File: config.mk
export PLATFORM = sky130hd
export DESIGN_NAME = sram_tester
export DESIGN_NICKNAME = d
export VERILOG_FILES = /design/src/source/sram_tester_pkg.sv /design/src/source/addr_iter.sv /design/src/source/pattern_gen.sv /design/src/source/expected_fifo.sv /design/src/source/axil_sram_ctrl.sv /design/src/source/sram_tester.sv
export SDC_FILE = /design/constraint.sdc
export NUM_CORES = 1
export LEC_CHECK = 0
export BUFFER_PORTS_ARGS = -buffer_cell sky130_fd_sc_hd__clkbuf_2
export CAP_MARGIN = 20
export CORE_ASPECT_RATIO = 0.5
export CORE_UTILIZATION = 44
export DETAILED_ROUTE_END_ITERATION = 16
export SYNTH_ARGS = -nofsm -noshare
export SYNTH_HDL_FRONTEND = slang
export SYNTH_SLANG_ARGS = --single-unit
File: constraint.sdc
create_clock -name clk -period 2.9 [get_ports clk]
set_input_delay 0.435 -clock clk [delete_from_list [all_inputs] [get_ports clk]]
set_output_delay 0.435 -clock clk [all_outputs]
set_load 0.03 [all_outputs]
File: src/source/sram_tester_pkg.sv
package sram_tester_pkg;

  // sram geometry, kept small so a sweep is short in simulation
  localparam int addr_bits = 6;
  localparam int data_bits = 16;

  // expected-data fifo
  localparam int fifo_depth = 8;
  localparam int fifo_ptr_bits = $clog2(fifo_depth);

  typedef logic [addr_bits-1:0] addr_t;
  typedef logic [data_bits-1:0] data_t;

  typedef logic [fifo_ptr_bits-1:0] fifo_ptr_t;
  // one extra bit so a full fifo can be told from an empty one
  typedef logic [fifo_ptr_bits:0] fifo_count_t;

  // patterns in the order they are applied
  typedef enum logic [2:0] {
    pat_zeros,
    pat_ones,
    pat_five,
    pat_a,
    pat_addr
  } pattern_state_t;

  typedef enum logic [2:0] {
    st_start,
    st_write,
    st_write_wait,
    st_read,
    st_read_wait,
    st_done,
    st_halt
  } tester_state_t;

endpackage

File: src/source/addr_iter.sv
module addr_iter (
  input  logic                  clk,
  input  logic                  reset,
  input  logic                  inc,
  input  logic                  restart,
  output sram_tester_pkg::addr_t addr,
  output logic                  last
);

  sram_tester_pkg::addr_t count;

  // natural wrap to zero after the top address
  always_ff @(posedge clk) begin
    if (reset) begin
      count <= '0;
    end else if (restart) begin
      count <= '0;
    end else if (inc) begin
      count <= count + 1'b1;
    end
  end

  assign addr = count;

  // top address is all ones
  assign last = &count;

endmodule

File: src/source/pattern_gen.sv
module pattern_gen (
  input  logic                           clk,
  input  logic                           reset,
  input  logic                           restart,
  input  logic                           inc,
  input  sram_tester_pkg::addr_t         addr,
  output sram_tester_pkg::data_t         pattern,
  output logic                           done,
  output sram_tester_pkg::pattern_state_t state
);

  sram_tester_pkg::pattern_state_t next_state;

  always_comb begin
    case (state)
      sram_tester_pkg::pat_zeros: next_state = sram_tester_pkg::pat_ones;
      sram_tester_pkg::pat_ones:  next_state = sram_tester_pkg::pat_five;
      sram_tester_pkg::pat_five:  next_state = sram_tester_pkg::pat_a;
      sram_tester_pkg::pat_a:     next_state = sram_tester_pkg::pat_addr;
      default:                    next_state = sram_tester_pkg::pat_zeros;
    endcase
  end

  always_ff @(posedge clk) begin
    if (reset) begin
      state <= sram_tester_pkg::pat_zeros;
    end else if (restart) begin
      state <= sram_tester_pkg::pat_zeros;
    end else if (inc) begin
      state <= next_state;
    end
  end

  // data word for the current pattern
  always_comb begin
    case (state)
      sram_tester_pkg::pat_zeros: pattern = '0;
      sram_tester_pkg::pat_ones:  pattern = '1;
      sram_tester_pkg::pat_five:  pattern = {(sram_tester_pkg::data_bits / 2){2'b01}};
      sram_tester_pkg::pat_a:     pattern = {(sram_tester_pkg::data_bits / 2){2'b10}};
      // address as data, zero extended
      sram_tester_pkg::pat_addr:  pattern = sram_tester_pkg::data_t'(addr);
      default:                    pattern = '0;
    endcase
  end

  // final pattern of the list
  assign done = (state == sram_tester_pkg::pat_addr);

endmodule

File: src/source/expected_fifo.sv
module expected_fifo (
  input  logic                  clk,
  input  logic                  reset,
  input  logic                  push,
  input  logic                  pop,
  input  sram_tester_pkg::data_t push_data,
  output sram_tester_pkg::data_t pop_data,
  output logic                  empty,
  output logic                  full
);

  sram_tester_pkg::data_t       mem [sram_tester_pkg::fifo_depth];
  sram_tester_pkg::fifo_ptr_t   wr_ptr;
  sram_tester_pkg::fifo_ptr_t   rd_ptr;
  sram_tester_pkg::fifo_count_t count;
  logic                         do_push;
  logic                         do_pop;

  // requests that cannot be served are dropped
  assign do_push = push && !full;
  assign do_pop  = pop && !empty;

  // pointers wrap on their own, depth is a power of two
  always_ff @(posedge clk) begin
    if (reset) begin
      wr_ptr <= '0;
      rd_ptr <= '0;
      count  <= '0;
    end else begin
      if (do_push) wr_ptr <= wr_ptr + 1'b1;
      if (do_pop) rd_ptr <= rd_ptr + 1'b1;
      case ({do_push, do_pop})
        2'b10:   count <= count + 1'b1;
        2'b01:   count <= count - 1'b1;
        default: count <= count;
      endcase
    end
  end

  always_ff @(posedge clk) begin
    if (do_push) mem[wr_ptr] <= push_data;
  end

  assign pop_data = mem[rd_ptr];
  assign empty    = (count == '0);
  assign full     = (count == sram_tester_pkg::fifo_count_t'(sram_tester_pkg::fifo_depth));

endmodule

File: src/source/axil_sram_ctrl.sv
module axil_sram_ctrl (
  input  logic                   clk,
  input  logic                   reset,

  // axi-lite write address and data
  input  sram_tester_pkg::addr_t awaddr,
  input  logic                   awvalid,
  output logic                   awready,
  input  sram_tester_pkg::data_t wdata,
  input  logic                   wvalid,
  output logic                   wready,

  // write response, always okay
  output logic                   bvalid,
  input  logic                   bready,

  // read address and data
  input  sram_tester_pkg::addr_t araddr,
  input  logic                   arvalid,
  output logic                   arready,
  output sram_tester_pkg::data_t rdata,
  output logic                   rvalid,
  input  logic                   rready,

  // asynchronous sram pins
  output sram_tester_pkg::addr_t sram_addr,
  output sram_tester_pkg::data_t sram_data_out,
  output logic                   sram_data_oe,
  input  sram_tester_pkg::data_t sram_data_in,
  output logic                   sram_we_n,
  output logic                   sram_oe_n,
  output logic                   sram_ce_n
);

  typedef enum logic [2:0] {
    c_idle,
    c_write,
    c_write_resp,
    c_read,
    c_read_resp
  } ctrl_state_t;

  ctrl_state_t            state;
  logic                   rd_accept;
  logic                   wr_accept;
  sram_tester_pkg::addr_t addr_q;
  sram_tester_pkg::data_t data_q;

  // reads win when both are offered
  assign arready   = (state == c_idle);
  assign rd_accept = arready && arvalid;
  assign wr_accept = (state == c_idle) && awvalid && wvalid && !arvalid;

  // aw and w only ever accepted together
  assign awready = wr_accept;
  assign wready  = wr_accept;

  always_ff @(posedge clk) begin
    if (reset) begin
      state <= c_idle;
    end else begin
      case (state)
        c_idle: begin
          if (rd_accept) begin
            state <= c_read;
          end else if (wr_accept) begin
            state <= c_write;
          end
        end
        c_write:      state <= c_write_resp;
        c_write_resp: if (bready) state <= c_idle;
        c_read:       state <= c_read_resp;
        c_read_resp:  if (rready) state <= c_idle;
        default:      state <= c_idle;
      endcase
    end
  end

  // address and write data held through the access
  always_ff @(posedge clk) begin
    if (rd_accept) begin
      addr_q <= araddr;
    end else if (wr_accept) begin
      addr_q <= awaddr;
      data_q <= wdata;
    end
  end

  // sample the bus at the end of the read strobe
  always_ff @(posedge clk) begin
    if (state == c_read) rdata <= sram_data_in;
  end

  assign bvalid = (state == c_write_resp);
  assign rvalid = (state == c_read_resp);

  // strobes are low for exactly one cycle per access
  assign sram_addr     = addr_q;
  assign sram_data_out = data_q;
  assign sram_data_oe  = (state == c_write);
  assign sram_we_n     = (state != c_write);
  assign sram_oe_n     = (state != c_read);
  assign sram_ce_n     = !((state == c_write) || (state == c_read));

endmodule

File: src/source/sram_tester.sv
module sram_tester (
  input  logic                            clk,
  input  logic                            reset,
  output logic                            test_done,
  output logic                            test_pass,
  output logic                            compare_valid,
  output sram_tester_pkg::pattern_state_t pattern_state,
  output sram_tester_pkg::data_t          prev_read_data,
  output sram_tester_pkg::data_t          prev_expected_data,
  output sram_tester_pkg::addr_t          iter_addr,
  output sram_tester_pkg::addr_t          sram_addr,
  output sram_tester_pkg::data_t          sram_data_out,
  output logic                            sram_data_oe,
  input  sram_tester_pkg::data_t          sram_data_in,
  output logic                            sram_we_n,
  output logic                            sram_oe_n,
  output logic                            sram_ce_n
);

  // axi-lite between sequencer and controller
  sram_tester_pkg::addr_t awaddr;
  logic                   awvalid;
  logic                   awready;
  sram_tester_pkg::data_t wdata;
  logic                   wvalid;
  logic                   wready;
  logic                   bvalid;
  logic                   bready;
  sram_tester_pkg::addr_t araddr;
  logic                   arvalid;
  logic                   arready;
  sram_tester_pkg::data_t rdata;
  logic                   rvalid;
  logic                   rready;

  sram_tester_pkg::tester_state_t state;
  sram_tester_pkg::tester_state_t next_state;

  logic                   iter_inc;
  logic                   iter_last;
  logic                   sweep_restart;
  logic                   pattern_inc;
  sram_tester_pkg::data_t pattern;
  logic                   pattern_done;
  logic                   fifo_push;
  logic                   fifo_pop;
  logic                   fifo_empty;
  logic                   fifo_full;
  sram_tester_pkg::data_t fifo_head;
  logic                   last_op;
  logic                   rd_hs;
  logic                   mismatch;

  addr_iter u_addr_iter (
    .clk    (clk),
    .reset  (reset),
    .inc    (iter_inc),
    .restart(sweep_restart),
    .addr   (iter_addr),
    .last   (iter_last)
  );

  pattern_gen u_pattern_gen (
    .clk    (clk),
    .reset  (reset),
    .restart(sweep_restart),
    .inc    (pattern_inc),
    .addr   (iter_addr),
    .pattern(pattern),
    .done   (pattern_done),
    .state  (pattern_state)
  );

  // expected words wait here until their read data returns
  expected_fifo u_expected_fifo (
    .clk      (clk),
    .reset    (reset),
    .push     (fifo_push),
    .pop      (fifo_pop),
    .push_data(pattern),
    .pop_data (fifo_head),
    .empty    (fifo_empty),
    .full     (fifo_full)
  );

  axil_sram_ctrl u_ctrl (
    .clk          (clk),
    .reset        (reset),
    .awaddr       (awaddr),
    .awvalid      (awvalid),
    .awready      (awready),
    .wdata        (wdata),
    .wvalid       (wvalid),
    .wready       (wready),
    .bvalid       (bvalid),
    .bready       (bready),
    .araddr       (araddr),
    .arvalid      (arvalid),
    .arready      (arready),
    .rdata        (rdata),
    .rvalid       (rvalid),
    .rready       (rready),
    .sram_addr    (sram_addr),
    .sram_data_out(sram_data_out),
    .sram_data_oe (sram_data_oe),
    .sram_data_in (sram_data_in),
    .sram_we_n    (sram_we_n),
    .sram_oe_n    (sram_oe_n),
    .sram_ce_n    (sram_ce_n)
  );

  // the tester never applies back-pressure
  assign bready = 1'b1;
  assign rready = 1'b1;

  assign sweep_restart = (state == sram_tester_pkg::st_start) ||
                         (state == sram_tester_pkg::st_done);
  assign test_done     = (state == sram_tester_pkg::st_done);

  always_comb begin
    next_state  = state;
    iter_inc    = 1'b0;
    pattern_inc = 1'b0;
    fifo_push   = 1'b0;
    case (state)
      sram_tester_pkg::st_start: next_state = sram_tester_pkg::st_write;
      sram_tester_pkg::st_write: begin
        iter_inc   = 1'b1;
        next_state = sram_tester_pkg::st_write_wait;
      end
      sram_tester_pkg::st_write_wait: begin
        if (bvalid && bready) begin
          next_state = last_op ? sram_tester_pkg::st_read : sram_tester_pkg::st_write;
        end
      end
      sram_tester_pkg::st_read: begin
        if (!fifo_full) begin
          iter_inc   = 1'b1;
          fifo_push  = 1'b1;
          next_state = sram_tester_pkg::st_read_wait;
        end
      end
      sram_tester_pkg::st_read_wait: begin
        if (!last_op) begin
          if (arvalid && arready) next_state = sram_tester_pkg::st_read;
        end else if (!arvalid && fifo_empty && !compare_valid) begin
          // last read of the pattern has been compared
          if (pattern_done) begin
            next_state = sram_tester_pkg::st_done;
          end else begin
            pattern_inc = 1'b1;
            next_state  = sram_tester_pkg::st_write;
          end
        end
      end
      sram_tester_pkg::st_done: next_state = sram_tester_pkg::st_write;
      sram_tester_pkg::st_halt: next_state = sram_tester_pkg::st_halt;
      default:                  next_state = sram_tester_pkg::st_halt;
    endcase
    // a failed compare stops the test for good
    if (mismatch) next_state = sram_tester_pkg::st_halt;
  end

  always_ff @(posedge clk) begin
    if (reset) begin
      state <= sram_tester_pkg::st_start;
    end else begin
      state <= next_state;
    end
  end

  // remembers whether the address just issued was the top one
  always_ff @(posedge clk) begin
    if (reset) begin
      last_op <= 1'b0;
    end else if (iter_inc) begin
      last_op <= iter_last;
    end
  end

  always_ff @(posedge clk) begin
    if (state == sram_tester_pkg::st_write) begin
      awaddr <= iter_addr;
      wdata  <= pattern;
    end
    if (fifo_push) araddr <= iter_addr;
  end

  // valids rise one cycle after the issuing state, drop on their handshake
  always_ff @(posedge clk) begin
    if (reset) begin
      awvalid <= 1'b0;
      wvalid  <= 1'b0;
      arvalid <= 1'b0;
    end else begin
      if (state == sram_tester_pkg::st_write) begin
        awvalid <= 1'b1;
        wvalid  <= 1'b1;
      end else begin
        if (awready) awvalid <= 1'b0;
        if (wready) wvalid <= 1'b0;
      end
      if (fifo_push) begin
        arvalid <= 1'b1;
      end else if (arready) begin
        arvalid <= 1'b0;
      end
    end
  end

  assign rd_hs    = rvalid && rready;
  assign fifo_pop = rd_hs;
  assign mismatch = compare_valid && (prev_read_data != prev_expected_data);

  always_ff @(posedge clk) begin
    if (rd_hs) begin
      prev_read_data     <= rdata;
      prev_expected_data <= fifo_head;
    end
  end

  // reads still in flight after a halt are not compared
  always_ff @(posedge clk) begin
    if (reset) begin
      compare_valid <= 1'b0;
      test_pass     <= 1'b1;
    end else begin
      compare_valid <= rd_hs && (state != sram_tester_pkg::st_halt);
      if (mismatch) test_pass <= 1'b0;
    end
  end

endmodule

==> metrics.csv, run 1 <==
metric,value,unit
Fin. Hold Viols,0,
fin nets,527,
Core ar.,14600,um^2
CTS clock-pin slew for the worst setup and hold paths,0.07,ns
crit path from,u_ctrl.state[2],
"Slew Viols, Final",0,
dpl hpwl,8690,um
Worst setup SP type,flop,
clk_lat worst skew,0.42,ns
Yosys reg bits,168,
CP required,3.23,ns
Die Y,88.9,um
detailed-route via count,3642,
Starting Density,45.5,%
Final ANT Viol Nets,0,
clock buffer count from CTS,17,
maxcap violations,0,
total power after layout,5.42,mW
chip width,176,um
Post-synth EDFFs,138,
Routed WL,12700,um
DRC Markers,0,
Final Cell Area,7880,um^2
"Cell Area, Synth",6650,um^2
largest net degree at the start of global routing,25,
Post-CTS Setup Inserts,0,
H-tree depth,4,
Iter 0 DRT Violations,313,
share of the synthesized area in the top cell type,62.3,%
"Min Clock Period, post-route",2.44,ns
clock root buffer master,clkbuf_16,
"top cells by area, synth","edfxtp_1 62%, dfxtp_1 9.0%, mux4_2 5.4%, mux2_2 2.5%, xnor2_1 2.1%",
CTS tree,yes,
vias in the first global route,3307,
n_diodes,0,
Post-synth top flop,edfxtp_1,
Layout Skew,0.0159,ns
placed inst area,7290,um^2
Post-CTS Hold Buffers,0,
IO Port Bufs,87,
row cnt,31,
grt ovf,0,
Mapped Nets,433,
setup TNS,0,ns
GR Util All Layers,17.0,%
GPL Wtd Cong,0.820,
clock buffer depth,2,
DR WL/cell,17.7,um
pwr dens,688,nW/um^2
relative max-transition margin,50.5,%
post-cts resize count,0,
Setup Slack @ Placement,0.508,ns
synthesized instance count,409,
detailed-route vias per instance,5.10,
maximum VDD drop,0.000404,V
post-synth top area cell,edfxtp_1,
initial antenna violation count,0,
"top cells by count, synth","138 x edfxtp_1, 30 x dfxtp_1, 28 x nor2_1",
Sink Count,168,
R2R Path Start,u_ctrl.state[2],
CP arrival,2.77,ns
filler-free cell count of the finished design,714,
Yosys cell types,52,
CP Max Fanout,7,
Slew @ Worst Pin,0.740,ns
Tcrit/Tclk final,84.0,%
syn_area_per_cell,16.3,um^2
post-synthesis sequential area ratio,71.3,%
unrepaired setup endpoints after global routing,no,
Area Growth Syn to Fin,18.5,%
"Setup violations, final",0,
YS warnings,0,
first-pass GRT wire length,19200,um
TritonRoute pass-1 iters,5,
share of layout cells above drive strength 1,34.9,%
Final WS setup,0.463,ns
# IOs,88,
Leak,2.98,nW
top-count cell post-synth,edfxtp_1,
WS Path Type,flop to flop,
post-synthesis async set-or-reset flop share,0,%
Cells after DPL,682,
total die area,15600,um^2
Max Fclk,0.410,GHz
CP Capture Type,flop,
Hold/Removal Path Class,primary input to flop,
outcome,"complete, no violations",
Worst Min Path Start,sram_data_in[14],
worst max-delay path, stage by stage, from the launching register on:
cell and delay [ns]:
dfxtp_1 0.40, or3b_2 0.53, nor2_1 0.18, ha_1 0.27, xor2_1 0.17, ha_1 0.16, a21oi_1 0.04, xor2_1 0.16
or3_1 0.30, a21oi_1 0.13
cell type report:
class	count	area, um^2
fillers	1196	6740
well taps	198	248
clock buffers	18	439
repair buffers	107	586
inverters	10	37.5
multi-input cells	199	1670
clock inverters	14	158
flip-flops and latches	168	4740
cell families after synthesis:
group / count (synthesis) / synth area share [%]
buffers and inverters: 42 / 3.54
muxes: 38 / 9.01
AOI/OAI and AO/OA: 42 / 4.10
xor gates and xnor gates: 21 / 2.77
DFF: 168 / 71.3
adders and majority gates: 6 / 1.13
and+or+nand+nor: 92 / 8.11
cells in the final DEF (no fill, tap or decap), drive strengths merged, types with 5 or more instances in the layout:
| cell type | Yosys | layout |
|---|---|---|
| inv | 10 | 17 |
| nor3 | 5 | 5 |
| o21ai | 8 | 8 |
| buf | 25 | 20 |
| nor3b | 9 | 9 |
| mux4 | 16 | 16 |
| xor2 | 5 | 5 |
| a21oi | 15 | 15 |
| edfxtp | 138 | 138 |
| nand3 | 5 | 5 |
| mux2i | 7 | 7 |
| clkbuf | 7 | 105 |
| dfxtp | 30 | 30 |
| ha | 6 | 6 |
| xnor2 | 16 | 16 |
| nand2 | 11 | 11 |
| mux2 | 15 | 15 |
| nor4 | 7 | 7 |
| nor2 | 28 | 28 |
through the flow:
step	util [%]	hold slack [ns]
finish	53.9	0.190
global route	53.9	0.171
CTS	53.9	0.173
detailed placement	49.8	0.405
global placement	49.8	0.401
floorplan	-	0.400
sequential cells by signal, summed over array words and instances, names as in the netlist, 3 cells and up:
name / cells
awaddr: 6
u_expected_fifo.count: 4
u_ctrl.state: 3
state: 3
u_expected_fifo.rd_ptr: 3
u_pattern_gen.state: 3
u_expected_fifo.wr_ptr: 3
u_ctrl.sram_addr: 6
prev_read_data: 16
u_ctrl.rdata: 16
u_ctrl.sram_data_out: 8
araddr: 6
prev_expected_data: 8
u_expected_fifo.mem: 64
u_addr_iter.addr: 6
wdata: 8
routing by layer:
metal / track usage (%) / part of all wire (%) / routed length [um] / vias to the layer above
met4: 5.85 / 0.99 / 125 / 0
met2: 24.7 / 44 / 5540 / 100
li1: - / - / - / 1740
met1: 25.0 / 49 / 6250 / 1789
met5: 0 / 0 / 0 / -
met3: 4.25 / 5.9 / 752 / 13
path summary, 6_finish.rpt:
| kind | endpoint | slack, ns | depth (start not counted) |
|---|---|---|---|
| max reg2reg | u_expected_fifo.count[2] | 0.46 | 9 |
| min reg2reg | prev_read_data[1] | 0.42 | 0 |
| max | u_expected_fifo.count[2] | 0.46 | 9 |
| min | u_ctrl.rdata[14] | 0.19 | 1 |
report_power, final:
part / internal, mW / switching [mW]
clock network: 1.31 / 0.954
registers: 2.71 / 0.0554
logic: 0.130 / 0.264
Note: power is estimated with default switching activity, not from simulation.
==> run 2: changes to the inputs <==
- clock period: 2.9 -> 2.45 ns (I/O delays scaled with it)
==> run 2 against run 1 <==
Global-route usage is 0.62 points higher. Sequential power increased by 18%. Die area is the same. Worst hold slack worse by 0.070 ns. Routed wire length grew 3.1%. Cell count is 1.5% higher. Sequential share of layout area fell by 0.80 points. First-iteration DRC count up 3.8%.
==> metrics.csv, run 2 (same netlist as run 1, synthesis figures left out) <==
metric,value,unit,change
outcome,"complete, no violations",,
share of total power in combinational logic,8.1,%,+0.8 points
switching share of power,24.8,%,+1.3 points
pwr dens,805,nW/um^2,+17%
Routed WL,13100,um,+3.1%
unrepaired setup endpoints after global routing,no,,
clock root buffer master,clkbuf_16,,
NetSw,1.60,mW,+25%
fin nets,538,,+2.1%
Fin. Hold Viols,0,,unchanged
GPL Wtd Cong,0.830,,+1.2%
filler-free cell count of the finished design,725,,+1.5%
post-cts resize count,0,,unchanged
slowest CP cell,or4b_4,,
CTS tree,yes,,
WS Path Type,flop to flop,,
Worst setup SP type,flop,,
clock buffer depth,2,,unchanged
Int Power,4.84,mW,+17%
most frequent cells in the layout,"138 x edfxtp_1, 87 x clkbuf_2, 30 x buf_4",,
Iter 0 DRT Violations,325,,+3.8%
"commonest non-fill, non-tap cell in the layout",edfxtp_1,,
initial antenna violation count,0,,unchanged
vias in the first global route,3529,,+6.7%
chip width,176,um,unchanged
"slowest stage delay, CP",0.59,ns,+0.06 ns
placed inst area,7390,um^2,+1.4%
largest registers,"u_expected_fifo.mem x64, prev_read_data x16, u_ctrl.rdata x16",,
Die Y,88.9,um,unchanged
first-pass GRT wire length,19800,um,+3.5%
grt ovf,0,,unchanged
DR WL/cell,18.0,um,+1.5%
Worst Reg-to-Reg Cells,9,,unchanged
crit path from,u_expected_fifo.count[0],,
Tcrit/Tclk final,95.1,%,+11 points
largest net degree at the start of global routing,25,,unchanged
Max Fclk,0.429,GHz,+4.5%
CP arrival,2.67,ns,-0.10 ns
Slew @ Worst Pin,0.875,ns,+0.135 ns
Largest register FFs,64,,unchanged
Core ar.,14600,um^2,unchanged
maxcap violations,0,,unchanged
"Slew Viols, Final",0,,unchanged
clock share of power,41.4,%,-0.4 points
TritonRoute pass-1 iters,4,,-1
"Min Clock Period, post-route",2.33,ns,-0.106 ns
WHS Path Cells,1,,unchanged
n_diodes,0,,unchanged
H-tree depth,4,,unchanged
clk_lat worst skew,0.42,ns,about the same
dpl hpwl,8910,um,+2.6%
Final Cell Area,7990,um^2,+1.4%
"Setup violations, final",0,,unchanged
Finished Core Util,54.7,%,+0.74 points
Post-CTS Hold Buffers,0,,unchanged
total die area,15600,um^2,unchanged
R2R Path Start,u_expected_fifo.count[0],,
Post-CTS Setup Inserts,0,,unchanged
detailed-route via count,3734,,+2.5%
row cnt,31,,unchanged
Area Growth Syn to Fin,20.2,%,
Hold/Removal Path Class,primary input to flop,,
Worst Min Path Start,sram_data_in[12],,
CP Cell Sequence,or4b_4 -> nand3_2 -> ha_1 -> xor2_1 -> ha_1 -> a21oi_1 -> xor2_1 -> or3_1 -> a21oi_1,,
CP Capture Type,flop,,
relative max-transition margin,40.9,%,-9.6 points
Starting Density,45.5,%,unchanged
total power after layout,6.43,mW,+19%
Leak,3.04,nW,+2.0%
Largest Register,u_expected_fifo.mem,,
hold worst-path end,u_ctrl.rdata[12],,
clock buffer count from CTS,17,,unchanged
part of the power in registers,50.5,%,-0.4 points
GR Util All Layers,17.6,%,+0.62 points
# IOs,88,,unchanged
CP Max Fanout,5,,-2
CTS clock-pin slew for the worst setup and hold paths,0.07,ns,about the same
Cells after DPL,693,,+1.6%
DRC Markers,0,,unchanged
maximum VDD drop,0.000542,V,+34%
r2r setup slk,0.12,ns,-0.34 ns
IO Port Bufs,87,,unchanged
CP required,2.79,ns,-0.44 ns
Layout Skew,0.0149,ns,-0.000939 ns
share of layout cells above drive strength 1,36.8,%,+1.9 points
detailed-route vias per instance,5.15,,+0.97%
RR Endpoint,u_expected_fifo.count[2],,
Final ANT Viol Nets,0,,unchanged
Sink Count,168,,unchanged
==> run 2: worst max path at each step <==
stage | end | depth (start not counted) | slack, ns
after floorplan | u_expected_fifo.mem[3][0] | 6 | -0.006
after global placement | u_expected_fifo.count[2] | 9 | 0.14
after detailed placement | u_expected_fifo.count[2] | 9 | 0.09
after CTS | u_expected_fifo.count[2] | 9 | 0.03
after global routing | u_expected_fifo.count[3] | 8 | 0.03
final | u_expected_fifo.count[2] | 9 | 0.12
==> run 2: worst max-delay path: cells and delay by family, from the launching register on <==
kind	cells	cell delay, ns
compound gates	2	0.20
fa+ha+maj	2	0.36
xor+xnor	2	0.30
flops	1	0.31
simple gates	3	1.07
==> run 2: layout make-up <==
cell class / count / area, um^2
timing repair buffer: 118 / 681
tap: 198 / 248
inverter: 10 / 37.5
clock buffer: 17 / 425
fill: 1168 / 6630
clock inverter: 15 / 171
sequential: 168 / 4750
multi-input combinational: 199 / 1680
==> run 2: stage by stage <==
| step | setup WS, ns | TNS, ns | hold slack, ns |
|---|---|---|---|
| finish | 0.119 | 0 | 0.120 |
| global route | 0.0252 | 0 | 0.0999 |
| CTS | 0.0290 | 0 | 0.106 |
| detailed placement | 0.0866 | 0 | 0.405 |
| global placement | 0.137 | 0 | 0.401 |
| floorplan | -0.00560 | -0.0448 | 0.400 |
==> run 2: layer usage <==
metal  up-vias  wire length (um)  track usage [%]
met5         -                 0                0
met4         0               131             5.45
met3        11               501             3.49
met2        82              5960             27.3
met1      1876              6470             25.4
li1       1765                 -                -
==> run 2: power by group through the flow <==
stage	Clock, mW	Combinational (mW)	Sequential, mW
floorplan	0	0.302	3.37
global placement	0	0.519	3.31
detailed placement	0	0.520	3.31
CTS	2.71	0.523	3.25
global route	2.82	0.564	3.26
finish	2.66	0.522	3.25
==> run 3: changes to the inputs <==
- RECOVER_POWER: default -> 50
==> run 3 against run 2 <==
Total power down 0.35%. Critical path depth unchanged. Setup slack better by 0.0016 ns. Via count down 0.94%. First-iteration DRC count up 2.5%. Global-route usage unchanged. Largest cell class unchanged. Fmax about the same. Sequential share of layout area up 0.67 points. Routed wire length down 0.12%. Sequential cell count unchanged. Utilization down 0.61 points. Clock skew up 0.0027 ns.
==> metrics.csv, run 3 (same netlist as run 1, synthesis figures left out) <==
metric,value,unit,change
initial antenna violation count,0,,unchanged
GPL Wtd Cong,0.830,,unchanged
Worst Reg-to-Reg Cells,9,,unchanged
n_diodes,0,,unchanged
grt ovf,0,,unchanged
maxcap violations,0,,unchanged
CP required,2.78,ns,about the same
Hold/Removal Path Class,primary input to flop,,
GR Util All Layers,17.6,%,unchanged
Worst setup SP type,flop,,
H-tree depth,4,,unchanged
crit path capture,u_expected_fifo.count[2],,
dpl hpwl,8910,um,unchanged
clock buffer count from CTS,17,,unchanged
maximum VDD drop,0.000535,V,-1.3%
Hold Slack,0.123,ns,+0.00300 ns
RR Endpoint,u_expected_fifo.count[2],,
Leak,2.86,nW,-5.9%
CP arrival,2.66,ns,about the same
crit path from,u_expected_fifo.count[0],,
Starting Density,45.5,%,unchanged
"Setup violations, final",0,,unchanged
Cells after DPL,693,,unchanged
Fin. Hold Viols,0,,unchanged
Setup Slack @ Placement,0.0866,ns,unchanged
Slew @ Worst Pin,0.871,ns,-0.00395 ns
detailed-route vias per instance,5.10,,-0.94%
"commonest non-fill, non-tap cell in the layout",edfxtp_1,,
share of layout cells above drive strength 1,25.6,%,-11 points
Final ANT Viol Nets,0,,unchanged
clock buffer depth,2,,unchanged
R2R Path Start,u_expected_fifo.count[0],,
pwr dens,811,nW/um^2,+0.77%
IO Port Bufs,87,,unchanged
Layout Skew,0.0176,ns,+0.00272 ns
CTS clock-pin slew for the worst setup and hold paths,0.07,ns,about the same
clk_lat worst skew,0.42,ns,about the same
filler-free cell count of the finished design,725,,unchanged
Core ar.,14600,um^2,unchanged
Post-CTS Hold Buffers,0,,unchanged
total power after layout,6.41,mW,-0.35%
TritonRoute pass-1 iters,7,,+3
Final Cell Area,7900,um^2,-1.1%
total die area,15600,um^2,unchanged
CTS tree,yes,,
most frequent cells in the layout,"138 x edfxtp_1, 58 x clkbuf_1, 34 x clkbuf_2",,
Sink Count,168,,unchanged
Area Growth Syn to Fin,18.8,%,
"Min Clock Period, post-route",2.33,ns,-0.00161 ns
relative max-transition margin,41.1,%,+0.27 points
DR WL/cell,18.0,um,-0.12%
Finished Core Util,54.0,%,-0.61 points
# IOs,88,,unchanged
"Slew Viols, Final",0,,unchanged
Iter 0 DRT Violations,333,,+2.5%
CP Max Fanout,5,,unchanged
Tcrit/Tclk final,95.1,%,about the same
unrepaired setup endpoints after global routing,no,,
vias in the first global route,3529,,unchanged
first-pass GRT wire length,19800,um,unchanged
Largest register FFs,64,,unchanged
DRC Markers,0,,unchanged
outcome,"complete, no violations",,
clock root buffer master,clkbuf_16,,
Die Y,88.9,um,unchanged
post-cts resize count,0,,unchanged
largest registers,"u_expected_fifo.mem x64, prev_read_data x16, u_ctrl.rdata x16",,
Max Fclk,0.429,GHz,about the same
fin nets,538,,unchanged
placed inst area,7390,um^2,unchanged
r2r setup slk,0.12,ns,about the same
WS Path Type,flop to flop,,
Post-CTS Setup Inserts,0,,unchanged
row cnt,31,,unchanged
largest net degree at the start of global routing,25,,unchanged
Largest Register,u_expected_fifo.mem,,
CP Capture Type,flop,,
setup TNS,0,ns,unchanged
chip width,176,um,unchanged
Final WS setup,0.121,ns,+0.00161 ns
detailed-route via count,3699,,-0.94%
Routed WL,13000,um,-0.12%
==> run 3: cell count changes in the layout (fill, tap and decap cells not counted), sizes merged <==
cell	previous run	this run
clkbuf	104	109
buf	31	26
==> run 3: metal layers <==
layer | vias to the layer above | global-route usage, % | share of wire (%)
met5 | - | 0 | 0
met1 | 1842 | 25.4 | 49
met4 | 0 | 5.45 | 0.52
met2 | 92 | 27.3 | 47
li1 | 1761 | - | -
met3 | 4 | 3.49 | 4.2
==> run 3: worst min-delay path by stage <==
stage | depth (start not counted) | to | slack, ns | start
final | 1 | u_ctrl.rdata[12] | 0.12 | sram_data_in[12]
after CTS | 1 | u_ctrl.rdata[12] | 0.11 | sram_data_in[12]
after global placement | 0 | prev_read_data[11] | 0.40 | u_ctrl.rdata[11]
after detailed placement | 0 | u_ctrl.sram_data_out[2] | 0.40 | wdata[2]
after floorplan | 0 | prev_read_data[0] | 0.40 | u_ctrl.rdata[0]
after global routing | 1 | u_ctrl.rdata[7] | 0.1 | sram_data_in[7]
==> run 3: cell type report <==
cell class | instances | area, um^2
fill | 1207 | 6720
inverter | 10 | 37.5
sequential | 168 | 4750
clock buffer | 17 | 425
clock inverter | 15 | 171
multi-input combinational | 199 | 1680
tap | 198 | 248
timing repair buffer | 118 | 596
==> run 3: power breakdown <==
part	total, mW	switching [mW]	leakage [nW]	internal, mW
combinational	0.507	0.344	0.929	0.163
clock	2.66	1.20	0.290	1.46
sequential	3.25	0.0456	1.65	3.20
total	6.41	1.59	2.86	4.82
==> run 3: worst max-delay path: stages (launching register included) <==
cell and delay, ns:
dfxtp_1 0.31, or4b_4 0.59, nand3_2 0.17, ha_1 0.20
xor2_1 0.16, ha_1 0.16, a21oi_1 0.05, xor2_1 0.14
or3_1 0.31, a21oi_1 0.16
